File: config.mk
export PLATFORM = sky130hd
export DESIGN_NAME = fetch_stage
export DESIGN_NICKNAME = d
export VERILOG_FILES = /design/src/common/cpu_pkg.sv /design/src/source/fetch_stage.sv
export SDC_FILE = /design/constraint.sdc
export NUM_CORES = 1
export LEC_CHECK = 0
export BUFFER_PORTS_ARGS = -buffer_cell sky130_fd_sc_hd__buf_2
export CAP_MARGIN = 20
export CORE_ASPECT_RATIO = 0.6
export CORE_MARGIN = 5
export CORE_UTILIZATION = 52
export CTS_BUF_LIST = sky130_fd_sc_hd__clkbuf_16
export CTS_CLUSTER_SIZE = 40
export DETAILED_ROUTE_END_ITERATION = 16
export PLACE_DENSITY = 0.95
export SKIP_LAST_GASP = 1
export SLEW_MARGIN = 10
export SYNTH_ARGS = -nofsm -noshare
export SYNTH_HDL_FRONTEND = slang
export SYNTH_SLANG_ARGS = --single-unit
File: constraint.sdc
create_clock -name clock -period 3.5 [get_ports clock]
set_input_delay 0.175 -clock clock [delete_from_list [all_inputs] [get_ports clock]]
set_output_delay 0.175 -clock clock [all_outputs]
set_load 0.05 [all_outputs]
File: src/common/cpu_pkg.sv
`default_nettype none

package cpu_pkg;

	////////////////////////////////////////
	// Sizes set by the instruction format
	////////////////////////////////////////
	localparam int XLEN        = 32;
	localparam int REG_ADDR_W  = 5;
	localparam int NUM_REGS    = 32;
	localparam int LINK_REG    = 31;
	localparam int PC_W        = 12;
	localparam int DMEM_ADDR_W = 8;
	localparam int OPCODE_W    = 5;
	localparam int SHAMT_W     = 5;
	localparam int ALU_OP_W    = 5;
	localparam int IMM_W       = 17;
	localparam int TARGET_W    = 27;

	// Opcodes
	localparam logic [OPCODE_W-1:0] OP_ALU  = 5'd0;
	localparam logic [OPCODE_W-1:0] OP_J    = 5'd1;
	localparam logic [OPCODE_W-1:0] OP_BNE  = 5'd2;
	localparam logic [OPCODE_W-1:0] OP_JAL  = 5'd3;
	localparam logic [OPCODE_W-1:0] OP_JR   = 5'd4;
	localparam logic [OPCODE_W-1:0] OP_ADDI = 5'd5;
	localparam logic [OPCODE_W-1:0] OP_BLT  = 5'd6;
	localparam logic [OPCODE_W-1:0] OP_SW   = 5'd7;
	localparam logic [OPCODE_W-1:0] OP_LW   = 5'd8;

	// ALU function codes
	localparam logic [ALU_OP_W-1:0] ALU_ADD = 5'd0;
	localparam logic [ALU_OP_W-1:0] ALU_SUB = 5'd1;
	localparam logic [ALU_OP_W-1:0] ALU_AND = 5'd2;
	localparam logic [ALU_OP_W-1:0] ALU_OR  = 5'd3;
	localparam logic [ALU_OP_W-1:0] ALU_SLL = 5'd4;
	localparam logic [ALU_OP_W-1:0] ALU_SRA = 5'd5;

	////////////////////////////////////////
	// Instruction word views
	////////////////////////////////////////
	typedef struct packed {
		logic [OPCODE_W-1:0]   opcode;
		logic [REG_ADDR_W-1:0] rd;
		logic [REG_ADDR_W-1:0] rs;
		logic [REG_ADDR_W-1:0] rt;
		logic [SHAMT_W-1:0]    shamt;
		logic [ALU_OP_W-1:0]   aluop;
		logic [1:0]            unused;
	} r_fmt_t;

	typedef struct packed {
		logic [OPCODE_W-1:0]   opcode;
		logic [REG_ADDR_W-1:0] rd;
		logic [REG_ADDR_W-1:0] rs;
		logic [IMM_W-1:0]      imm;
	} i_fmt_t;

	typedef struct packed {
		logic [OPCODE_W-1:0] opcode;
		logic [TARGET_W-1:0] target;
	} j_fmt_t;

	typedef union packed {
		r_fmt_t r;
		i_fmt_t i;
		j_fmt_t j;
	} instr_t;

	// add r0, r0, r0
	localparam instr_t INSTR_NOP = '0;

endpackage

`default_nettype wire

File: src/source/fetch_stage.sv
`timescale 1ns/10ps
`default_nettype none

module fetch_stage
	import cpu_pkg::*;
(
	input  wire              clock,
	input  wire              arst_n,
	input  wire              stall,
	input  wire              redirect,
	input  wire  [PC_W-1:0]  redirect_pc,
	output logic [PC_W-1:0]  imem_addr,
	input  wire  [XLEN-1:0]  imem_data,
	output instr_t           ifid_instr,
	output logic [PC_W-1:0]  ifid_pc_next
);

	logic [PC_W-1:0] pc;
	logic [PC_W-1:0] pc_plus1;
	logic            advance;

	assign pc_plus1  = pc + 1'b1;
	assign imem_addr = pc;

	// A redirect overrides a stall
	assign advance = redirect || !stall;

	always_ff @(posedge clock or negedge arst_n) begin
		if (!arst_n) begin
			pc <= '0;
		end else if (redirect) begin
			pc <= redirect_pc;
		end else if (advance) begin
			pc <= pc_plus1;
		end
	end

	////////////////////////////////////////
	// IF/ID register
	////////////////////////////////////////
	always_ff @(posedge clock or negedge arst_n) begin
		if (!arst_n) begin
			ifid_instr   <= INSTR_NOP;
			ifid_pc_next <= '0;
		end else if (advance) begin
			// Squash the wrong-path fetch
			ifid_instr   <= redirect ? INSTR_NOP : instr_t'(imem_data);
			ifid_pc_next <= pc_plus1;
		end
	end

	a_imem_addr_known: assert property (@(posedge clock) disable iff (!arst_n)
		!$isunknown(imem_addr));

endmodule

`default_nettype wire

==> results of run 1 <==
per-layer routing:
| metal | wire [um] | up-vias | GRT usage |
|---|---|---|---|
| li1 | - | 1050 | - |
| met1 | 2750 | 1040 | 0.295 |
| met2 | 2950 | 92 | 0.312 |
| met3 | 654 | 9 | 0.0557 |
| met4 | 84 | 0 | 0.0571 |
| met5 | 0 | - | 0 |
registers in the layout (all words and copies together) (netlist names):
register / count
ifid_instr: 32
ifid_pc_next: 12
imem_addr: 12
per-stage QoR:
step                       util  cells  setup slack, ps
after floorplan               -    242             1560
after global placement    0.661    393             1460
after detailed placement  0.661    393             1430
after CTS                 0.695    402             1730
after global routing      0.695    402             1580
final                     0.695    402             1720
repair_timing:
item	in CTS	in global routing
setup endpoints to repair	0	0
endpoints found under the hold margin	17	0
hold buffers	1	0
worst max-delay path, cell delays in order, from the launching register on:
cell,delay (ps)
dfrtp_1,460
ha_1,310
nand3_2,180
or4_1,550
a31oi_1,200
power by group through the flow:
stage / registers [mW] / clock network (mW) / logic [mW]
5_1_grt: 0.769 / 0.540 / 0.474
3_5_place_dp: 0.769 / 0 / 0.447
2_1_floorplan: 0.959 / 0 / 0.124
4_1_cts: 0.758 / 0.514 / 0.448
6_report: 0.759 / 0.503 / 0.444
3_3_place_gp: 0.767 / 0 / 0.438
cell type report:
cell class                      instances  area [um2]
Multi-Input combinational cell        167        1080
Clock inverter                          3        26.3
Timing Repair Buffer                  106         541
Inverter                                2        7.51
Tap cell                               63        78.8
Clock buffer                            5         125
Sequential cell                        56        1400
Fill cell                             365        1430
cells by family (layout without fill, tap and decap cells):
kind of cell	count (synthesis)	in the layout	share of synthesized area
compound gates	35	35	0.0833
simple gates	91	91	0.178
flops	56	56	0.546
fa+ha+maj	1	1	0.00487
buf+inv	19	116	0.0346
xor+xnor	6	6	0.0205
mux	34	34	0.133
cell usage in the layout, fill, tap and decap left out, drive strengths merged, types with 3 or more instances in the layout:
cell,n
dfrtp,56
nand3,8
buf,105
xnor2,4
inv,3
or3,7
nand2,9
nand4,3
a21oi,4
mux2i,33
o21ai,11
clkbuf,5
or4,8
nor2,48
o31ai,5
a31oi,11
path summary, 6_finish.rpt:
check / start / endpoint / slack [ps] / depth (start not counted)
setup / recovery: imem_addr[0] / imem_addr[10] / 1720 / 4
hold / removal: redirect_pc[7] / imem_addr[7] / 90 / 3
setup reg to reg: imem_addr[0] / imem_addr[10] / 1720 / 4
hold reg to reg: ifid_pc_next[1] / ifid_pc_next[1] / 520 / 1
max in group asynchronous: arst_n / imem_addr[0] / 2330 / 3
min in group asynchronous: arst_n / imem_addr[4] / 340 / 2
==> summary.md, run 1 <==
| Metric | Value |
|---|---|
| Post-synthesis sequential area ratio | 0.546 |
| Clk sink count | 56 |
| Layout cells sized above 1 | 0.348 |
| RSZ-0062 raised after global routing | false |
| Antenna viol nets, final | 0 |
| First-pass GRT wire length | ~11000 um |
| Top cells by count, synth | 56 x dfrtp_1, 48 x nor2_1, 33 x mux2i_1 |
| Max rail drop VDD | about 0.31 mV |
| Post-synthesis register bit count | 56 |
| Routed WL per cell | between 15 and 20 um |
| Clk buf depth | 2 |
| Die Y | between 60 and 70 um |
| Slew @ Worst Pin | between 800 and 900 ps |
| CP arrival | 1990 ps |
| CP Launch Type | flop |
| Post-synthesis to final-layout area growth | 26.9% |
| Hold violation count in the final report | 0 |
| GRT Util Overall | 0.206 |
| Power Total | roughly 1.7 mW |
| Post-synthesis cell type count | 32 |
| Final slew viol count | 0 |
| DP Area | around 0.0031 mm2 |
| Core area | approximately 0.0047 mm2 |
| Fin area | ~0.0033 mm2 |
| Part of the cycle the worst path needs | 0.508 |
| Initial DRC Count | about 120 |
| Clk root buf | clkbuf_16 |
| Post-Route WL | between 6000 and 7000 um |
| Chip width | between 100 and 150 um |
| Post-synth top area share | 0.546 |
| Setup bufs post-CTS | 0 |
| Critical path class | reg2reg |
| Clk slew on worst S/H paths | around 70 ps |
| Main synth FF type | dfrtp_1 |
| Worst skew pair latency | ~290 ps |
| H-tree Lvls | 2 |
| Initial Utilization | 0.548 |
| Psw | 0.614 mW |
| Final GP Congestion | around 0.79 |
| Synth top area cells | dfrtp_1 55%, mux2i_1 13%, nor2_1 7.0%, a31oi_1 2.7%, or4_1 2.3% |
| Hpwl dp | around 4700 um |
| Clock share of power | 0.295 |
| Pin count of the biggest net entering global routing | 53 |
| Async SR Flop Fraction | 1.00 |
| Endpoints failing setup | 0 |
| Crit. End Element | flop |
| Crit Path Max Fanout | 7 |
| # nets final | about 390 |
| Leakage power | 1.66 nW |
| Synth area leader | dfrtp_1 |
| Count leader, synth | dfrtp_1 |
| Post-synth EDFFs | 0 |
| Number of global-route vias before repair | 2126 |
| Synthesized area | approximately 0.0026 mm2 |
| Site Rows | 19 |
| Max Freq | 563 MHz |
| Post-synthesis instance total | between 200 and 250 |
| Port Buffers | 103 |
| Tmin final | approximately 1800 ps |
| PD cells | ~520 mW/mm2 |
| Die Area | approximately 0.0065 mm2 |
| CTS tree | yes |
| Yosys warns | 0 |
| Sw Ratio | 0.360 |
| Worst Path Required | 3710 ps |
| Total congestion overflow | 0 |
| Setup Total Neg Slack | 0 ps |
| Synthesized area per cell | around 11 um2 |
| Post-synth net total | 291 |
| Hold WS | roughly 87 ps |
| Resize count post-CTS | 0 |
| Maxcap violations | 0 |
| # diodes | 0 |
| Via density | around 5.5 |
| Sequential power share | 0.445 |
| Initial antenna violation count | 0 |
| Remaining DRCs | 0 |
| Hold Path Class | in2reg |
| Drt pass-1 iters | 4 |
| Vias | roughly 2.2k |
| Rel. slew slack | 0.443 |
| Pint | between 1 and 1.5 mW |
| CTS buffer count | 5 |
| Ports | 104 |
| Comb power frac | 0.260 |
| Clock skew | 8.23 ps |
| Outcome | finished clean |
Power figures use the tool's default switching activity.
==> inputs of run 2 (changes only) <==
--- a/config.mk
+++ b/config.mk
@@ -9,11 +9,11 @@
 export CAP_MARGIN = 20
 export CORE_ASPECT_RATIO = 0.6
 export CORE_MARGIN = 5
-export CORE_UTILIZATION = 52
+export CORE_UTILIZATION = 48
 export CTS_BUF_LIST = sky130_fd_sc_hd__clkbuf_16
 export CTS_CLUSTER_SIZE = 40
 export DETAILED_ROUTE_END_ITERATION = 16
-export PLACE_DENSITY = 0.95
+export PLACE_DENSITY = 0.9
 export SKIP_LAST_GASP = 1
 export SLEW_MARGIN = 10
 export SYNTH_ARGS = -nofsm -noshare
==> constraint.sdc (replaced) <==
create_clock -name clock -period 1.8 [get_ports clock]
set_input_delay 0.09 -clock clock [delete_from_list [all_inputs] [get_ports clock]]
set_output_delay 0.09 -clock clock [all_outputs]
set_load 0.05 [all_outputs]
==> run 2 against run 1 <==
Net effect: combinational power grew 100%; routed wire length fell by 2.9%; worst hold slack lost 71 ps; first-iteration DRC count increased by 29%; maximum frequency rose by 6.6%; global-route usage is 2.0 points lower; via count rose by 0.73%; sequential cell count unchanged; clock skew is 4.9 ps lower; register-to-register slack worse by 1600 ps; largest power group unchanged.
==> summary.md, run 2 (synthesis results as in run 1) <==
| Metric | Value |
|---|---|
| Remaining DRCs | 0 |
| Dpl cells | 400 |
| Die Y | ~67 um |
| Outcome | finished clean |
| Pin count of the biggest net entering global routing | 42 |
| Vias | 2207 |
| Clk slew on worst S/H paths | roughly 70 ps |
| FF+latch area | between 0.001 and 0.0015 mm2 |
| # nets final | 391 |
| Psw | between 1 and 1.5 mW |
| Endpoints failing setup | 0 |
| H-tree Lvls | 2 |
| Number of flip-flops in the largest register | 32 |
| Ports | 104 |
| Reg with most FFs | ifid_instr |
| Hpwl dp | roughly 4700 um |
| Most frequent cells in the layout | 103 x buf_2, 54 x dfrtp_1, 48 x nor2_1 |
| Antenna viol nets, final | 0 |
| Clk buf depth | 2 |
| Sequential power share | 0.449 |
| Post-synthesis to final-layout area growth | 28.4% |
| Worst skew pair latency | 280 ps |
| Cell chain of the critical path | nand4_2 > or4_1 > a31oi_1 |
| Fin area | 0.00330 mm2 |
| Final Non-Filler Cells | approximately 410 |
| Max rail drop VDD | 0.479 mV |
| Most common cell after layout, fill and taps aside | buf_2 |
| Slew @ Worst Pin | 539 ps |
| Max Freq | roughly 600 MHz |
| Crit Path Max Fanout | 16 |
| Initial DRC Count | 160 |
| Chip width | between 100 and 150 um |
| RSZ-0062 raised after global routing | true |
| First-pass GRT wire length | 10500 um |
| Tmin final | ~1700 ps |
| Crit. End Element | flop |
| Critical path class | reg2reg |
| CP Launch Type | flop |
| Routed WL per cell | between 15 and 20 um |
| Pint | 2.12 mW |
| Setup bufs post-CTS | 0 |
| Clk root buf | clkbuf_16 |
| Site Rows | 20 |
| Rel. slew slack | 0.640 |
| Multi-input logic area | 0.00108 mm2 |
| Post-Route WL | roughly 6300 um |
| CP arrival | 1870 ps |
| Clock skew | between 3 and 4 ps |
| Buffers plus inverters on the worst setup path | 0 |
| PD cells | approximately 990 mW/mm2 |
| Comb power frac | 0.271 |
| Hold Path Class | in2reg |
| Leakage power | ~1.7 nW |
| Post-Place Setup Slack | between 90 and 100 ps |
| GRT Util Overall | 0.187 |
| Die Area | between 0.006 and 0.007 mm2 |
| Largest delay share family, worst path | simple AND/OR/NAND/NOR gates |
| Clock share of power | 0.280 |
| Delay of the slowest cell on the worst path | roughly 590 ps |
| Layout cells sized above 1 | 0.362 |
| Via density | between 5 and 6 |
| Sw Ratio | 0.352 |
| Drt pass-1 iters | 4 |
| Part of the cycle the worst path needs | 0.926 |
| Hold violation count in the final report | 0 |
| Total congestion overflow | 0 |
| Power Total | 3.27 mW |
| Critical-path top delay cell | or4_1 |
| Final GP Congestion | 0.873 |
| Min setup slack post-route | roughly 130 ps |
| Core area | between 0.005 and 0.006 mm2 |
| CTS tree | yes |
| Clk sink count | 56 |
| Initial antenna violation count | 0 |
| Hold WS | 16.4 ps |
| Maxcap violations | 0 |
| # diodes | 0 |
| Worst Path Required | roughly 2000 ps |
| Final slew viol count | 0 |
| Initial Utilization | 0.500 |
| Number of global-route vias before repair | around 2.1k |
| Fillers | 426 |
| Port Buffers | between 100 and 150 |
| DP Area | roughly 0.0031 mm2 |
| CTS buffer count | 5 |
==> run 2: cell types whose count changed in the layout (fill, tap and decap cells not counted), moves of 2 or more <==
cell      delta
buf_4        +3
clkinv_2     +2
clkinv_4     -2
dfrtp_1      -2
dfrtp_2      +2
==> run 2: worst paths after layout <==
check / startpoint / to / slack (ps) / cells after the start
worst max-delay path: imem_addr[3] / imem_addr[9] / 130 / 3
worst min-delay path: redirect_pc[4] / imem_addr[4] / 20 / 3
worst max register to register: imem_addr[3] / imem_addr[9] / 130 / 3
worst min register to register: ifid_pc_next[1] / ifid_pc_next[1] / 500 / 1
max in group asynchronous: arst_n / imem_addr[0] / 910 / 3
min in group asynchronous: arst_n / ifid_instr[30] / 320 / 2
==> run 2: what timing repair did <==
item	4_1_cts	5_1_grt
resized for setup	0	1
endpoints found under the hold margin	23	0
hold buffers	1	0
endpoints found under the setup margin	0	3
==> run 2: cell type report <==
class / instances / share of cell area
sequential: 56 / 0.426
multi-input combinational: 167 / 0.328
timing repair buffer: 110 / 0.177
clock buffer: 5 / 0.0380
tap: 66 / 0.0251
clock inverter: 3 / 0.00418
inverter: 2 / 0.00228
==> run 2: worst min-delay path, stage by stage <==
cell	delay, ps
buf_2	70
nand2_1	40
o21ai_0	60
==> run 2: power groups by stage <==
stage,Combinational [mW],Clock [mW],Sequential [mW]
2_1_floorplan,0.241,0,1.87
3_3_place_gp,0.878,0,1.48
3_5_place_dp,0.892,0,1.49
4_1_cts,0.894,0.935,1.47
5_1_grt,0.947,1.01,1.49
6_report,0.886,0.915,1.47
==> run 2: metal layers <==
metal | wire length [um] | track usage | share of wire | up-vias
met5 | 0 | 0 | 0 | -
met4 | 30 | 0.0388 | 0.0048 | 0
met3 | 641 | 0.0552 | 0.10 | 2
met2 | 2810 | 0.293 | 0.45 | 94
met1 | 2770 | 0.258 | 0.44 | 1057
li1 | - | - | - | 1054
==> run 2: through the flow <==
step,setup TNS (ps),utilization
after floorplan,0,-
after global placement,0,0.613
after detailed placement,0,0.613
after CTS,0,0.642
after global routing,-25.0,0.642
final,0,0.642
==> inputs of run 3 (changes only) <==
--- a/config.mk
+++ b/config.mk
@@ -6,8 +6,6 @@
 export NUM_CORES = 1
 export LEC_CHECK = 0
 export BUFFER_PORTS_ARGS = -buffer_cell sky130_fd_sc_hd__buf_2
-export CAP_MARGIN = 20
-export CORE_ASPECT_RATIO = 0.6
 export CORE_MARGIN = 5
 export CORE_UTILIZATION = 48
 export CTS_BUF_LIST = sky130_fd_sc_hd__clkbuf_16
==> run 3 against run 2 <==
Net effect: combinational power is essentially flat; clock power grew 15%; routed wire length down 0.66%; critical path depth increased by 1; clock skew about the same; critical path type unchanged; largest power group unchanged.
==> summary.md, run 3 (synthesis results as in run 1) <==
| Metric | Value |
|---|---|
| Hold path cells | 3 |
| Setup Total Neg Slack | 0 ps |
| Final slew viol count | 0 |
| Largest delay share family, worst path | simple AND/OR/NAND/NOR gates |
| Min-Delay Endpoint | imem_addr[7] |
| Remaining DRCs | 0 |
| Critical-path top delay cell | or4_1 |
| CTS buffer count | 5 |
| Crit Path Max Fanout | 7 |
| Most common cell after layout, fill and taps aside | buf_2 |
| Buffers plus inverters on the worst setup path | 0 |
| Initial DRC Count | 101 |
| Clock skew | approximately 3.5 ps |
| Cell chain of the critical path | ha_1 > nand3_2 > or4_1 > a31oi_1 |
| Worst skew pair latency | roughly 290 ps |
| Initial Utilization | 0.500 |
| Clk root buf | clkbuf_16 |
| Ports | around 100 |
| RSZ-0062 raised after global routing | false |
| Total congestion overflow | 0 |
| Power Total | 3.40 mW |
| Delay of the slowest cell on the worst path | around 540 ps |
| Hold violation count in the final report | 0 |
| Maxcap violations | 0 |
| Hold Path Class | in2reg |
| Die Y | just over 80 um |
| Endpoints failing setup | 0 |
| Worst r2r src | imem_addr[0] |
| GRT Util Overall | 0.184 |
| R2R depth | 4 |
| Site Rows | 26 |
| Fin area | 0.00333 mm2 |
| Chip width | 83.1 um |
| Layout cells sized above 1 | 0.360 |
| Antenna viol nets, final | 0 |
| Number of global-route vias before repair | 2225 |
| Max Freq | 585 MHz |
| Worst Path Required | roughly 2000 ps |
| CP arrival | approximately 1900 ps |
| Core area | roughly 0.0051 mm2 |
| Final GP Congestion | roughly 0.84 |
| Crit. End Element | flop |
| CTS tree | yes |
| R2R Path End | ifid_pc_next[10] |
| PD cells | around 1000 mW/mm2 |
| Most frequent cells in the layout | 103 x buf_2, 54 x dfrtp_1, 48 x nor2_1 |
| Reg with most FFs | ifid_instr |
| Rel. slew slack | 0.694 |
| Max rail drop VDD | about 0.48 mV |
| Initial antenna violation count | 0 |
| Drt pass-1 iters | 4 |
| DP Area | approximately 0.0032 mm2 |
| H-tree Lvls | 2 |
| Number of cells on the critical path | 4 |
| # nets final | just under 400 |
| Critical path class | reg2reg |
| Via density | ~5.4 |
| CP Launch Type | flop |
| Tmin final | between 1500 and 2000 ps |
| Post-Route WL | between 6000 and 7000 um |
| Post-synthesis to final-layout area growth | 29.7% |
| Leakage power | ~1.7 nW |
| Slew @ Worst Pin | approximately 460 ps |
| Routed WL per cell | 15.0 um |
| R2R Setup Slk | about 90 ps |
| Clk buf depth | 2 |
| Clk sink count | 56 |
| Number of flip-flops in the largest register | 32 |
| Pin count of the biggest net entering global routing | 25 |
| Vias | between 2k and 2.5k |
| Port Buffers | 103 |
| Setup bufs post-CTS | 0 |
| First-pass GRT wire length | around 11000 um |
| Die Area | around 0.0069 mm2 |
| Hold WS | roughly 14 ps |
| Hold Path Origin | redirect_pc[7] |
| # diodes | 0 |
| Hpwl dp | 4690 um |
| Util after Layout | 0.648 |
| Part of the cycle the worst path needs | 0.950 |
| Clk slew on worst S/H paths | approximately 70 ps |
| Outcome | finished clean |
[run 3: cell count changes in the layout (fill, tap and decap cells not counted)]
cell	delta
ha_1	+1
clkinv_2	-2
nand4_2	-1
inv_1	+1
clkinv_1	-1
buf_4	+3
nand4_4	+1
bufinv_16	+1
ha_2	-1
buf_12	-1
[run 3: final cells by class]
type	count	area, um2
clock inverter	2	33.8
multi-input combinational	167	1090
timing repair buffer	112	586
tap	70	87.6
inverter	2	7.51
fill	419	1810
clock buffer	5	125
sequential	56	1400
[run 3: tightest hold or removal path, stage by stage]
cell     delay [ps]
buf_2            70
nand2_1          40
nand3_1          60
[run 3: worst max path at each step]
stage                             from          endpoint
after floorplan           imem_addr[2]     imem_addr[10]
after global placement    imem_addr[3]  ifid_pc_next[11]
after detailed placement  imem_addr[3]      imem_addr[9]
after CTS                 imem_addr[0]  ifid_pc_next[10]
after global routing      imem_addr[0]  ifid_pc_next[10]
final                     imem_addr[0]  ifid_pc_next[10]
[run 3: metrics by stage]
step	instances	setup WS [ps]
final	414	90.7
after global routing	414	0.963
after CTS	414	118
after detailed placement	406	114
after global placement	406	234
after floorplan	242	21.5
[run 3: power breakdown]
group / leakage (nW) / switching [mW] / internal, mW
Sequential: 0.698 / 0.0983 / 1.37
Combinational: 0.914 / 0.644 / 0.240
Clock: 0.0811 / 0.408 / 0.644
Total: 1.69 / 1.15 / 2.25
[run 3: what timing repair did]
item / 4_1_cts / 5_1_grt
hold endpoints to repair: 18 / 0
hold buffers: 1 / 0
endpoints found under the setup margin: 0 / 2
gates resized for setup: 0 / 1
[run 3: routing by layer]
metal | vias to the layer above | wire, um | global-route usage
met3 | 10 | 542 | 0.0574
li1 | 1061 | - | -
met4 | 0 | 118 | 0.0535
met5 | - | 0 | 0
met2 | 101 | 3000 | 0.299
met1 | 1060 | 2550 | 0.237
