==> src/common/cpu_pkg.sv <==
`default_nettype none

package cpu_pkg;

	////////////////////////////////////////
	// Sizes set by the instruction format
	////////////////////////////////////////
	localparam int XLEN        = 32;
	localparam int REG_ADDR_W  = 5;
	localparam int NUM_REGS    = 32;
	localparam int LINK_REG    = 31;
	localparam int PC_W        = 12;
	localparam int DMEM_ADDR_W = 8;
	localparam int OPCODE_W    = 5;
	localparam int SHAMT_W     = 5;
	localparam int ALU_OP_W    = 5;
	localparam int IMM_W       = 17;
	localparam int TARGET_W    = 27;

	// Opcodes
	localparam logic [OPCODE_W-1:0] OP_ALU  = 5'd0;
	localparam logic [OPCODE_W-1:0] OP_J    = 5'd1;
	localparam logic [OPCODE_W-1:0] OP_BNE  = 5'd2;
	localparam logic [OPCODE_W-1:0] OP_JAL  = 5'd3;
	localparam logic [OPCODE_W-1:0] OP_JR   = 5'd4;
	localparam logic [OPCODE_W-1:0] OP_ADDI = 5'd5;
	localparam logic [OPCODE_W-1:0] OP_BLT  = 5'd6;
	localparam logic [OPCODE_W-1:0] OP_SW   = 5'd7;
	localparam logic [OPCODE_W-1:0] OP_LW   = 5'd8;

	// ALU function codes
	localparam logic [ALU_OP_W-1:0] ALU_ADD = 5'd0;
	localparam logic [ALU_OP_W-1:0] ALU_SUB = 5'd1;
	localparam logic [ALU_OP_W-1:0] ALU_AND = 5'd2;
	localparam logic [ALU_OP_W-1:0] ALU_OR  = 5'd3;
	localparam logic [ALU_OP_W-1:0] ALU_SLL = 5'd4;
	localparam logic [ALU_OP_W-1:0] ALU_SRA = 5'd5;

	////////////////////////////////////////
	// Instruction word views
	////////////////////////////////////////
	typedef struct packed {
		logic [OPCODE_W-1:0]   opcode;
		logic [REG_ADDR_W-1:0] rd;
		logic [REG_ADDR_W-1:0] rs;
		logic [REG_ADDR_W-1:0] rt;
		logic [SHAMT_W-1:0]    shamt;
		logic [ALU_OP_W-1:0]   aluop;
		logic [1:0]            unused;
	} r_fmt_t;

	typedef struct packed {
		logic [OPCODE_W-1:0]   opcode;
		logic [REG_ADDR_W-1:0] rd;
		logic [REG_ADDR_W-1:0] rs;
		logic [IMM_W-1:0]      imm;
	} i_fmt_t;

	typedef struct packed {
		logic [OPCODE_W-1:0] opcode;
		logic [TARGET_W-1:0] target;
	} j_fmt_t;

	typedef union packed {
		r_fmt_t r;
		i_fmt_t i;
		j_fmt_t j;
	} instr_t;

	// add r0, r0, r0
	localparam instr_t INSTR_NOP = '0;

endpackage

`default_nettype wire

==> src/common/pipe_if.sv <==
`timescale 1ns/10ps
`default_nettype none

// Decode to execute
interface id_ex_if
	import cpu_pkg::*;
();
	logic [PC_W-1:0]       pc_next;
	instr_t                instr;
	logic [XLEN-1:0]       rs_val;
	logic [XLEN-1:0]       rd_val;
	logic [XLEN-1:0]       imm;
	logic [REG_ADDR_W-1:0] b_idx;

	modport src (output pc_next, instr, rs_val, rd_val, imm, b_idx);
	modport dst (input  pc_next, instr, rs_val, rd_val, imm, b_idx);
endinterface

// Execute to memory
interface ex_mem_if
	import cpu_pkg::*;
();
	logic [PC_W-1:0] pc_next;
	instr_t          instr;
	logic [XLEN-1:0] alu_result;
	logic [XLEN-1:0] store_data;

	modport src (output pc_next, instr, alu_result, store_data);
	modport dst (input  pc_next, instr, alu_result, store_data);
endinterface

`default_nettype wire

==> src/execute/alu.sv <==
`timescale 1ns/10ps
`default_nettype none

module alu
	import cpu_pkg::*;
(
	input  wire  [XLEN-1:0]      a,
	input  wire  [XLEN-1:0]      b,
	input  wire  [ALU_OP_W-1:0]  op,
	input  wire  [SHAMT_W-1:0]   shamt,
	output logic [XLEN-1:0]      result
);

	always_comb begin
		case (op)
			ALU_ADD: begin
				result = a + b;
			end
			ALU_SUB: begin
				result = a - b;
			end
			ALU_AND: begin
				result = a & b;
			end
			ALU_OR: begin
				result = a | b;
			end
			// Shifts act on operand a only
			ALU_SLL: begin
				result = a << shamt;
			end
			ALU_SRA: begin
				result = $signed(a) >>> shamt;
			end
			default: begin
				result = '0;
			end
		endcase
	end

endmodule

`default_nettype wire

==> src/execute/execute_stage.sv <==
`timescale 1ns/10ps
`default_nettype none

module execute_stage
	import cpu_pkg::*;
(
	input  wire                    clock,
	input  wire                    arst_n,
	id_ex_if.dst                   id_ex,
	ex_mem_if.src                  ex_mem,
	input  wire                    wb_en,
	input  wire  [REG_ADDR_W-1:0]  wb_reg,
	input  wire  [XLEN-1:0]        wb_data,
	output logic                   redirect,
	output logic [PC_W-1:0]        redirect_pc
);

	logic [OPCODE_W-1:0] op;
	logic                mem_fwd;
	logic                use_imm;
	logic                bne_taken;
	logic                blt_taken;
	logic [XLEN-1:0]     opnd_a;
	logic [XLEN-1:0]     opnd_b_reg;
	logic [XLEN-1:0]     opnd_b;
	logic [XLEN-1:0]     alu_out;
	logic [ALU_OP_W-1:0] alu_code;

	// EX/MEM has priority over writeback and writeback over the register file
	function automatic logic [XLEN-1:0] forward(
		input logic [REG_ADDR_W-1:0] idx,
		input logic [XLEN-1:0]       reg_val
	);
		logic [XLEN-1:0] val;
		val = reg_val;
		if (wb_en && (wb_reg == idx)) val = wb_data;
		if (mem_fwd && (ex_mem.instr.i.rd == idx)) val = ex_mem.alu_result;
		return val;
	endfunction

	assign op = id_ex.instr.i.opcode;

	// Only ALU and addi results are final in EX/MEM
	assign mem_fwd = ((ex_mem.instr.i.opcode == OP_ALU) || (ex_mem.instr.i.opcode == OP_ADDI))
		&& (ex_mem.instr.i.rd != '0);

	always_comb begin
		opnd_a     = forward(id_ex.instr.i.rs, id_ex.rs_val);
		opnd_b_reg = forward(id_ex.b_idx, id_ex.rd_val);
	end

	assign use_imm  = (op == OP_ADDI) || (op == OP_LW) || (op == OP_SW);
	assign opnd_b   = use_imm ? id_ex.imm : opnd_b_reg;
	assign alu_code = use_imm ? ALU_ADD : id_ex.instr.r.aluop;

	alu u_alu (
		.a      (opnd_a),
		.b      (opnd_b),
		.op     (alu_code),
		.shamt  (id_ex.instr.r.shamt),
		.result (alu_out)
	);

	////////////////////////////////////////
	// Branch and jump resolution
	////////////////////////////////////////
	assign bne_taken = (op == OP_BNE) && (opnd_b_reg != opnd_a);
	assign blt_taken = (op == OP_BLT) && ($signed(opnd_b_reg) < $signed(opnd_a));

	assign redirect = (op == OP_J) || (op == OP_JAL) || (op == OP_JR) || bne_taken || blt_taken;

	always_comb begin
		case (op)
			OP_J, OP_JAL: redirect_pc = id_ex.imm[PC_W-1:0];
			OP_JR:        redirect_pc = opnd_b_reg[PC_W-1:0];
			default:      redirect_pc = id_ex.pc_next + id_ex.imm[PC_W-1:0];
		endcase
	end

	// EX/MEM register
	always_ff @(posedge clock or negedge arst_n) begin
		if (!arst_n) begin
			ex_mem.pc_next    <= '0;
			ex_mem.instr      <= INSTR_NOP;
			ex_mem.alu_result <= '0;
			ex_mem.store_data <= '0;
		end else begin
			ex_mem.pc_next    <= id_ex.pc_next;
			ex_mem.instr      <= id_ex.instr;
			ex_mem.alu_result <= alu_out;
			ex_mem.store_data <= opnd_b_reg;
		end
	end

	// A redirect always leaves a bubble behind in ID/EX
	a_bubble_after_redirect: assert property (@(posedge clock) disable iff (!arst_n)
		redirect |=> (id_ex.instr == INSTR_NOP));

endmodule

`default_nettype wire

==> src/flat_wrapper.sv <==
// flat-port wrapper written by rule: the top's interface ports become plain ports
module execute_stage_flat import cpu_pkg::*;
  (clock, arst_n, wb_en, wb_reg, wb_data, redirect, redirect_pc, id_ex_pc_next, id_ex_instr, id_ex_rs_val, id_ex_rd_val, id_ex_imm, id_ex_b_idx, ex_mem_pc_next, ex_mem_instr, ex_mem_alu_result, ex_mem_store_data);
  id_ex_if id_ex_i ();
  ex_mem_if ex_mem_i ();
  input  wire clock;
  input  wire arst_n;
  input  wire wb_en;
  input  wire  [REG_ADDR_W-1:0] wb_reg;
  input  wire  [XLEN-1:0] wb_data;
  output logic redirect;
  output logic [PC_W-1:0] redirect_pc;
  input wire logic [$bits(id_ex_i.pc_next)-1:0] id_ex_pc_next;
  input wire logic [$bits(id_ex_i.instr)-1:0] id_ex_instr;
  input wire logic [$bits(id_ex_i.rs_val)-1:0] id_ex_rs_val;
  input wire logic [$bits(id_ex_i.rd_val)-1:0] id_ex_rd_val;
  input wire logic [$bits(id_ex_i.imm)-1:0] id_ex_imm;
  input wire logic [$bits(id_ex_i.b_idx)-1:0] id_ex_b_idx;
  output wire logic [$bits(ex_mem_i.pc_next)-1:0] ex_mem_pc_next;
  output wire logic [$bits(ex_mem_i.instr)-1:0] ex_mem_instr;
  output wire logic [$bits(ex_mem_i.alu_result)-1:0] ex_mem_alu_result;
  output wire logic [$bits(ex_mem_i.store_data)-1:0] ex_mem_store_data;
  assign id_ex_i.pc_next = id_ex_pc_next;
  assign id_ex_i.instr = id_ex_instr;
  assign id_ex_i.rs_val = id_ex_rs_val;
  assign id_ex_i.rd_val = id_ex_rd_val;
  assign id_ex_i.imm = id_ex_imm;
  assign id_ex_i.b_idx = id_ex_b_idx;
  assign ex_mem_pc_next = ex_mem_i.pc_next;
  assign ex_mem_instr = ex_mem_i.instr;
  assign ex_mem_alu_result = ex_mem_i.alu_result;
  assign ex_mem_store_data = ex_mem_i.store_data;
  execute_stage u_core (.clock(clock), .arst_n(arst_n), .id_ex(id_ex_i), .ex_mem(ex_mem_i), .wb_en(wb_en), .wb_reg(wb_reg), .wb_data(wb_data), .redirect(redirect), .redirect_pc(redirect_pc));
endmodule
==> config.mk <==
export PLATFORM = sky130hd
export DESIGN_NAME = execute_stage_flat
export DESIGN_NICKNAME = d
export VERILOG_FILES = /design/src/common/cpu_pkg.sv /design/src/common/pipe_if.sv /design/src/execute/alu.sv /design/src/execute/execute_stage.sv /design/src/flat_wrapper.sv
export SDC_FILE = /design/constraint.sdc
export NUM_CORES = 1
export LEC_CHECK = 0
export BUFFER_PORTS_ARGS = -buffer_cell sky130_fd_sc_hd__buf_4
export CELL_PAD_IN_SITES_DETAIL_PLACEMENT = 1
export CELL_PAD_IN_SITES_GLOBAL_PLACEMENT = 1
export CORE_UTILIZATION = 41
export DETAILED_ROUTE_END_ITERATION = 16
export PLACE_DENSITY_LB_ADDON = 0.08
export SETUP_SLACK_MARGIN = 0.2
export SYNTH_ARGS = -nofsm -noshare
export SYNTH_HDL_FRONTEND = slang
export SYNTH_SLANG_ARGS = --single-unit
export TNS_END_PERCENT = 20
==> constraint.sdc <==
create_clock -name clock -period 6.2 [get_ports clock]
set_input_delay 0.62 -clock clock [delete_from_list [all_inputs] [get_ports clock]]
set_output_delay 0.62 -clock clock [all_outputs]
set_load 0.02 [all_outputs]
==> results.toml, run 1 <==
[sta]
fin_worst_skew_ps = 8.869
fmax_mhz = 171.6
rsz0062_at_grt = "yes"
finalCritPeriodShare_pct = 93.97
worstMarginPinSlew_ps = 1332
worst_slack_ps = 374.0
setup_tns_ps = 0
slew_violations = 0
hold_viol_final = 0
report.final.setup_viol = 0
min_period_ps = 5826
slew-limit-headroom_pct = 10.38

[die]
die_area_mm2 = 0.03172
coreArea_mm2 = 0.03051
initial_utilization_pct = 41.67
io_pins = 306
rows = 64
die_w_um = 178.1
die_y_um = 178.1

[place]
place.gp.congestion = 1.000
place_ws_ps = 145.4
port_buffers = 305
hpwl_mm = 53.08

[cells_and_area]
layout_common_cells = "buf_4 (390), mux2i_1 (133), nor2_1 (112), nand2_1 (110), dfrtp_1 (107)"
fin_nets = 2093
nFillCells = 3603
drive_above_1_share_pct = 29.43
mostFrequentLayoutCell = "buf_4"
area_growth_pct = 28.03

[routing]
wl_mm = 66.35
drt_first_pass_iters = 7
drc_errors = 0
drtIter0Drc = 1548
wl_per_cell_um = 29.70
vias_per_cell = 6.589
num_vias = 14720
ant_nets = 0

[yosys]
yosysWarnings = 0
syn-num-nets = 1778
syn_area_per_cell_um2 = 8.392
ys_ff_latch = 108
seq_area_frac_synth_pct = 21.26
synth_cells = 1515
yosysTopAreaCellShare_pct = 21.26
ys.flop_type = "dfrtp_1"
ys_async_sr_fraction_pct = 100.0
synth_cell_type_count = 87
syn_area_mm2 = 0.01271
synth_area_leaders = "dfrtp_1 (21%), mux2i_1 (11%), ha_1 (7.5%)"
yosysTopAreaCell = "dfrtp_1"
synth_edf_count = 0

[global_route]
grt_pass1_vias = 14187
grt_overflow_total = 0
grt_max_degree = 64
track_usage_pct = 40.50
antenna_found_initial = 5
grt_pass1_wl_mm = 94.16

[critical_path]
endpoint_kind = "flip-flop"
start_kind = "flip-flop"
crit_arrival_ps = 6070
crit_type = "reg -> reg"
cp_max_fo = 10
required_ps = 6440

[power]
peakVddDrop_uv = 119.1
p_per_area_mw_per_mm2 = 177.5
leakage_nw = 7.260

[clocking]
cts_tree = "built"
htree_levels = 3
clock_path_buffers = 2
cts.sinks = 108
path_clk_slew_ps = 80
postCtsHoldBufs = 0
cts_made_buffers = 9
root_buffer = "clkbuf_16"
worst_skew_pair.late_latency_ps = 380

[outcome]
status = "finished clean"

[worst_hold_path]
hold_path.class = "in -> reg"

[job]
max_cap_violations = 0
## final cells by class
cell class	count	area [um2]	area share [%]
Antenna cell	3	7.507	0.04612
Multi-Input combinational cell	1245	9522	58.50
Tap cell	396	495.5	3.044
Clock buffer	9	225.2	1.384
Timing Repair Buffer	393	2983	18.33
Sequential cell	108	2704	16.61
Inverter	73	274.0	1.683
Clock inverter	7	66.31	0.4074
## state kept, by name (all words and copies together) (netlist names)
| signal | cells |
|---|---|
| u_core.ex_mem.store_data | 32 |
| u_core.ex_mem.alu_result | 32 |
| u_core.ex_mem.pc_next | 12 |
| u_core.ex_mem.instr | 32 |
## logic make-up after synthesis
| kind of cell | after synthesis | share of synthesized area (%) |
|---|---|---|
| buf+inv | 164 | 5.462 |
| fa+ha+maj | 102 | 9.684 |
| flops | 108 | 21.26 |
| compound gates | 447 | 23.89 |
| xor+xnor | 83 | 5.718 |
| mux | 200 | 18.06 |
| simple gates | 411 | 15.93 |
## layer usage
metal  up-vias  track usage (%)  routed length (um)
met5         -                0                  13
met4         2            15.99                2597
met3       153            5.563                5982
met2       882            62.63               29570
met1      7353            56.56               28190
li1       6330                -                   -
## cell usage after synthesis (10+ instances only)
cell type	instances
o211ai_1	19
and2_1	10
o21ai_0	105
nand2b_1	19
mux4_2	19
a21oi_1	84
xor2_1	35
mux2i_1	136
clkbuf_1	62
a221oi_1	10
nor2_1	113
maj3_1	24
nand2_1	110
a211oi_1	20
nor3_1	21
a21o_1	26
o21a_1	16
a31oi_1	25
nand4_1	15
nand3_1	36
nor4_1	26
or3_1	17
o21ai_1	16
mux2_2	44
xnor2_1	48
ha_1	76
a221o_1	12
inv_1	68
o221ai_1	18
dfrtp_1	108
## path summary, 6_finish.rpt
check	from	end	slack [ps]	depth (start not counted)
max in group asynchronous	arst_n	u_core.ex_mem.instr[22]	4560	2
worst min register to register	u_core.ex_mem.alu_result[14]	u_core.ex_mem.store_data[14]	660	1
min in group asynchronous	arst_n	u_core.ex_mem.instr[1]	360	1
worst max register to register	u_core.ex_mem.instr[22]	u_core.ex_mem.alu_result[31]	370	23
worst min-delay path	id_ex_instr[1]	u_core.ex_mem.instr[1]	350	1
worst max-delay path	u_core.ex_mem.instr[22]	u_core.ex_mem.alu_result[31]	370	23
## worst max-delay path, stage by stage, from the launching register on
cell	delay (ps)
dfrtp_2	450
or4_4	560
o211ai_4	310
or3_4	240
a31oi_1	150
mux2_2	380
nand3b_1	220
nor4_4	330
buf_4	200
and4_1	210
buf_4	190
a21oi_1	90
xor2_1	160
ha_1	380
a21o_1	190
a21oi_1	160
o21a_1	140
o31a_1	220
o2111ai_1	200
a221o_1	360
a21oi_1	190
xnor2_1	150
xnor2_1	140
o21ai_1	70
## stage by stage
| step | hold slack (ps) | util, % | power (mW) | cell area (um2) | instances |
|---|---|---|---|---|---|
| 2_1_floorplan | 324.4 | - | 1.598 | 12710 | 1515 |
| 3_3_place_gp | 632.7 | 51.52 | 2.188 | 15720 | 2205 |
| 3_5_place_dp | 624.9 | 51.52 | 2.211 | 15720 | 2205 |
| 4_1_cts | 343.0 | 52.53 | 2.831 | 16030 | 2221 |
| 5_1_grt | 337.4 | 53.35 | 2.995 | 16280 | 2234 |
| 6_report | 347.7 | 53.35 | 2.890 | 16280 | 2234 |
## power by group
part / leakage (nW) / switching [mW] / internal [mW]
registers: 1.31 / 0.0544 / 0.755
logic: 5.81 / 0.882 / 0.577
clock network: 0.138 / 0.335 / 0.286
## what timing repair did
item | CTS | global route
resized for setup | 3 | 35
setup buffers | 0 | 8
pin swaps | 0 | 8
cloned | 0 | 2
endpoints found under the hold margin | 0 | 0
setup endpoints to repair | 2 | 11
(Power assumes the default switching activity.)
==> run 2, diff against run 1 <==
--- a/config.mk
+++ b/config.mk
@@ -10,6 +10,7 @@
 export CELL_PAD_IN_SITES_GLOBAL_PLACEMENT = 1
 export CORE_UTILIZATION = 41
 export DETAILED_ROUTE_END_ITERATION = 16
+export GPL_TIMING_DRIVEN = 0
 export PLACE_DENSITY_LB_ADDON = 0.08
 export SETUP_SLACK_MARGIN = 0.2
 export SYNTH_ARGS = -nofsm -noshare
==> run 2 against run 1 <==
  * The run now ends with setup timing left
  * Cell count rose by 1.7%
  * Utilization rose by 1.5 points
  * Cell area rose by 2.9%
  * Clock-buffer cell count rose by 1
  * Fmax fell by 6.7%
  * Wire length rose by 18%
  * Clock power rose by 7.7%
  * Non-clock buffer count rose by 37
  * Setup slack got worse by 420 ps
  * Flip-flop and latch count did not move
  * Largest cell class unchanged
==> results.toml, run 2 (same netlist as run 1, synthesis figures left out) <==
[critical_path]
endpoint_kind = "output pin"
crit_start = "u_core.ex_mem.instr[22]"
critPathMaxStageDelay_ps = 1030
cp_top_family = "compound AO/OA/AOI/OAI gates"
r2r_start = "u_core.ex_mem.instr[28]"
crit_arrival_ps = 5630
cp_max_fo = 10
crit_buf_inv = 4
start_kind = "flip-flop"
crit_path_frequent_cell = "o21ai_0"
crit_chain = "or4_1 -> o211ai_2 -> buf_4 -> buf_2 -> nor4_1 -> a31oi_1 -> inv_1 -> ha_1 -> nor2b_1 -> o21ai_0 -> nand2b_1 -> a21oi_1 -> o21ai_0 -> o21ai_0 -> nand4b_1 -> o2111a_1 -> a2111oi_2 -> buf_4"
crit_type = "reg -> out"
required_ps = 5580
crit_slowest_cell = "a31oi_1"

[clocking]
clock_path_buffers = 2
htree_levels = 3
cts_tree = "built"
root_buffer = "clkbuf_16"
worst_skew_pair.late_latency_ps = 390
postCtsHoldBufs = 0
path_clk_slew_ps = 90
cts.sinks = 108
cts_made_buffers = 9

[cells_and_area]
drive_above_1_share_pct = 29.41
utilization_pct = 54.88
layout_common_cells = "buf_4 (341), mux2i_1 (131), nor2_1 (111), nand2_1 (109), dfrtp_1 (104)"
fin_nets = 2128
mostFrequentLayoutCell = "buf_4"
reg_top3 = "u_core.ex_mem.alu_result (32), u_core.ex_mem.instr (32), u_core.ex_mem.store_data (32)"
area_growth_pct = 31.71

[global_route]
grt_overflow_total = 0
antenna_found_initial = 6
grtUsageMet1_pct = 54.56
grt_pass1_wl_mm = 104.0
grt_use_met2_pct = 74.40
busiest_layer = "met2"
track_usage_pct = 45.31
grt_max_degree = 69
grt_pass1_vias = 15526
met3_usage_pct = 8.845

[die]
rows = 64
coreArea_mm2 = 0.03051
io_pins = 306
die_area_mm2 = 0.03172
die_w_um = 178.1
initial_utilization_pct = 41.67
die_y_um = 178.1

[outcome]
status = "finished, violations left"
violations = "setup timing"

[place]
hpwl_mm = 59.17
place_ws_ps = -1271
port_buffers = 305
place.gp.congestion = 1.049

[sta]
worst_slack_ps = -47.69
setup_tns_ps = -47.69
hold_viol_final = 0
fin_worst_skew_ps = 15.49
fmax_mhz = 160.1
rsz0062_at_grt = "yes"
worstMarginPinSlew_ps = 1400
finalCritPeriodShare_pct = 100.8
report.final.setup_viol = 1
slew_violations = 0
slew-limit-headroom_pct = 6.244
min_period_ps = 6248

[power]
finalPower_mw = 3.041
p_per_area_mw_per_mm2 = 181.6
leakage_nw = 7.321
peakVddDrop_uv = 119.8

[job]
max_cap_violations = 0

[routing]
drt_first_pass_iters = 9
ant_nets = 0
wl_per_cell_um = 34.38
drc_errors = 0
vias_per_cell = 7.038
wl_mm = 78.12
num_vias = 15990
drtIter0Drc = 2113

[worst_hold_path]
hold_path.class = "in -> async"
## run 2: changes by cell type in the layout (fill, tap and decap cells not counted), sizes merged
| cell | delta |
|---|---|
| clkbuf | +67 |
| inv | -3 |
| bufinv | +1 |
| clkinvlp | -2 |
| clkinv | +3 |
| diode | +3 |
| buf | -29 |
| or3 | -2 |
## run 2: worst reg2reg max path: cells and delay by family, from the launching register on
family	cells	cell delay, ps
xor gates and xnor gates	2	390
adders and majority gates	1	360
AOI/OAI and AO/OA	11	1920
DFF	1	410
muxes	1	320
buffers and inverters	3	550
and+or+nand+nor	8	2140
## run 2: final timing paths
| path | slack (ps) | depth (start not counted) | to |
|---|---|---|---|
| max | -50 | 18 | redirect |
| max reg2reg | 0 | 26 | u_core.ex_mem.alu_result[25] |
| min reg2reg | 660 | 2 | u_core.ex_mem.store_data[26] |
| min in group clock | 340 | 1 | u_core.ex_mem.instr[24] |
| min | 250 | 1 | u_core.ex_mem.instr[7] |
| max in group asynchronous | 5150 | 2 | u_core.ex_mem.instr[25] |
## run 2: report_power, final
part | switching, mW | internal, mW | total, mW
combinational | 0.967 | 0.592 | 1.56
sequential | 0.0565 | 0.756 | 0.812
clock | 0.335 | 0.334 | 0.669
total | 1.36 | 1.68 | 3.04
## run 2: what timing repair did
action,4_1_cts,5_1_grt
resized for setup,62,75
hold endpoints to repair,0,0
setup endpoints to repair,25,14
pin swaps,12,20
buffers inserted,15,18
## run 2: layer usage
metal | up-vias | part of all wire, %
met3 | 423 | 11
met4 | 0 | 8.0
met5 | - | 0
li1 | 6409 | -
met2 | 1300 | 45
met1 | 7858 | 37
## run 2: layout make-up
type | instances | area [um2]
diodes | 6 | 15.01
plain buffers | 91 | 504.2
clock buffers | 10 | 239.0
clock inverters | 6 | 78.83
fillers | 3647 | 13760
inverters | 73 | 274.0
multi-input cells | 1243 | 9862
flip-flops and latches | 108 | 2708
well taps | 396 | 495.5
repair buffers | 339 | 2569
## run 2: through the flow
step | instances | hold slack [ps] | area [um2]
after detailed placement | 2217 | 603.0 | 15530
after CTS | 2248 | 268.5 | 16240
after global routing | 2269 | 286.4 | 16740
final | 2272 | 248.5 | 16740
after global placement | 2216 | 570.8 | 15500
after floorplan | 1515 | 324.4 | 12710
==> run 3, diff against run 2 <==
--- a/config.mk
+++ b/config.mk
@@ -12,7 +12,6 @@
 export DETAILED_ROUTE_END_ITERATION = 16
 export GPL_TIMING_DRIVEN = 0
 export PLACE_DENSITY_LB_ADDON = 0.08
-export SETUP_SLACK_MARGIN = 0.2
 export SYNTH_ARGS = -nofsm -noshare
 export SYNTH_HDL_FRONTEND = slang
 export SYNTH_SLANG_ARGS = --single-unit
==> run 3 against run 2 <==
  * The flow still finishes with violations (setup timing)
  * Critical path depth grew 7
  * Cell area shrank 1.9%
  * Total power shrank 2.0%
  * Cell count shrank 0.79%
  * Non-clock buffer count shrank 16
  * Utilization shrank 1.0 points
  * Setup slack lost 81 ps
  * Clock power shrank 1%
==> results.toml, run 3 (same netlist as run 1, synthesis figures left out) <==
[cells_and_area]
utilization_pct = 53.84
reg_top3 = "u_core.ex_mem.alu_result (32), u_core.ex_mem.instr (32), u_core.ex_mem.store_data (32)"
fin_nets = 2112
area_growth_pct = 29.21
seqCellArea_mm2 = 0.002705
multiInputGateArea_mm2 = 0.009707
layout_common_cells = "buf_4 (327), mux2i_1 (131), nor2_1 (113), nand2_1 (109), dfrtp_1 (106)"
drive_above_1_share_pct = 27.72
nFillCells = 3668
mostFrequentLayoutCell = "buf_4"

[clocking]
cts.sinks = 108
worst_skew_pair.late_latency_ps = 380
cts_tree = "built"
clock_path_buffers = 2
root_buffer = "clkbuf_16"
htree_levels = 3
cts_made_buffers = 9
path_clk_slew_ps = 90

[routing]
drtIter0Drc = 2093
vias_per_cell = 6.930
num_vias = 15620
wl_per_cell_um = 33.38
ant_nets = 0
drc_errors = 0
wl_mm = 75.23
drt_first_pass_iters = 7

[critical_path]
cp_max_fo = 10
rr_worst_depth = 25
required_ps = 6460
crit_arrival_ps = 6590
start_kind = "flip-flop"
setup.worst_path.end = "u_core.ex_mem.alu_result[25]"
critPathMaxStageDelay_ps = 600
crit_start = "u_core.ex_mem.instr[22]"
crit_type = "reg -> reg"
r2r-end = "u_core.ex_mem.alu_result[25]"
endpoint_kind = "flip-flop"
crit_slowest_cell = "or4_1"
r2r_start = "u_core.ex_mem.instr[22]"
crit_path_frequent_cell = "buf_4"
r2r_slack_ps = -130

[sta]
setup_tns_ps = -346.0
report.final.setup_viol = 3
fmax_mhz = 158.0
slew-limit-headroom_pct = 6.902
fin_worst_skew_ps = 10.76
worst_slack_ps = -129.1
hold_viol_final = 0
holdWs_ps = 248.5
finalCritPeriodShare_pct = 102.1
min_period_ps = 6329
slew_violations = 0
worstMarginPinSlew_ps = 1386

[place]
port_buffers = 305
place.gp.congestion = 1.049
hpwl_mm = 59.17

[power]
peakVddDrop_uv = 125.1
p_per_area_mw_per_mm2 = 181.4
leakage_nw = 7.177

[global_route]
track_usage_pct = 44.92
grt_pass1_wl_mm = 102.8
grt_pass1_vias = 15253
grt_overflow_total = 0
grt_max_degree = 69
antenna_found_initial = 3

[outcome]
violations = "setup timing"
status = "finished, violations left"

[worst_hold_path]
hold_path.class = "in -> async"

[die]
die_w_um = 178.1
die_y_um = 178.1
rows = 64
die_area_mm2 = 0.03172
coreArea_mm2 = 0.03051
io_pins = 306
initial_utilization_pct = 41.67

[job]
max_cap_violations = 0
==> run 3: worst min path at each step <==
stage	to	startpoint	slack (ps)
6_report	u_core.ex_mem.instr[12]	arst_n	250
5_1_grt	u_core.ex_mem.instr[12]	arst_n	290
4_1_cts	u_core.ex_mem.store_data[21]	arst_n	270
3_5_place_dp	u_core.ex_mem.store_data[14]	u_core.ex_mem.alu_result[14]	600
3_3_place_gp	u_core.ex_mem.store_data[14]	u_core.ex_mem.alu_result[14]	570
2_1_floorplan	u_core.ex_mem.alu_result[0]	arst_n	320
==> run 3: through the flow <==
step	area, um2	setup WS (ps)	instances	power (mW)
2_1_floorplan	12710	338.5	1515	1.598
3_3_place_gp	15500	-1075	2216	2.163
3_5_place_dp	15530	-1271	2217	2.199
4_1_cts	16050	-7.150	2240	2.865
5_1_grt	16420	-249.7	2252	3.051
6_report	16430	-129.1	2254	2.979
==> run 3: area by class of cell <==
class,instances,share of cell area [%]
antenna,4,0.06093
buffer,90,2.833
clock buffer,10,1.455
clock inverter,6,0.4799
inverter,73,1.668
multi-input combinational,1243,59.09
sequential,108,16.47
tap,396,3.016
timing repair buffer,324,14.93
==> run 3: worst max-delay path: cells and delay by family (launching register included) <==
kind / cells / cell delay, ps
compound gates: 11 / 2420
simple gates: 6 / 1510
buf+inv: 4 / 710
flops: 1 / 470
xor+xnor: 2 / 380
mux: 1 / 360
fa+ha+maj: 1 / 340
==> run 3: where the power goes <==
group          switching, mW  internal [mW]
registers             0.0544          0.755
logic                  0.937          0.571
clock network          0.328          0.334
total                   1.32           1.66
==> run 3: what timing repair did <==
item                                    CTS  global route
endpoints found under the setup margin   22            14
endpoints found under the hold margin     0             0
resized for setup                        35            57
pin swaps                                 5            10
buffers inserted                          7            11
hold buffers                              0             0
==> run 3: per-layer routing <==
metal	routed length, um	up-vias	track usage (%)
li1	-	6365	-
met1	28000	7692	54.99
met2	34290	1210	74.19
met3	7687	351	7.566
met4	5246	2	25.89
met5	16	-	0
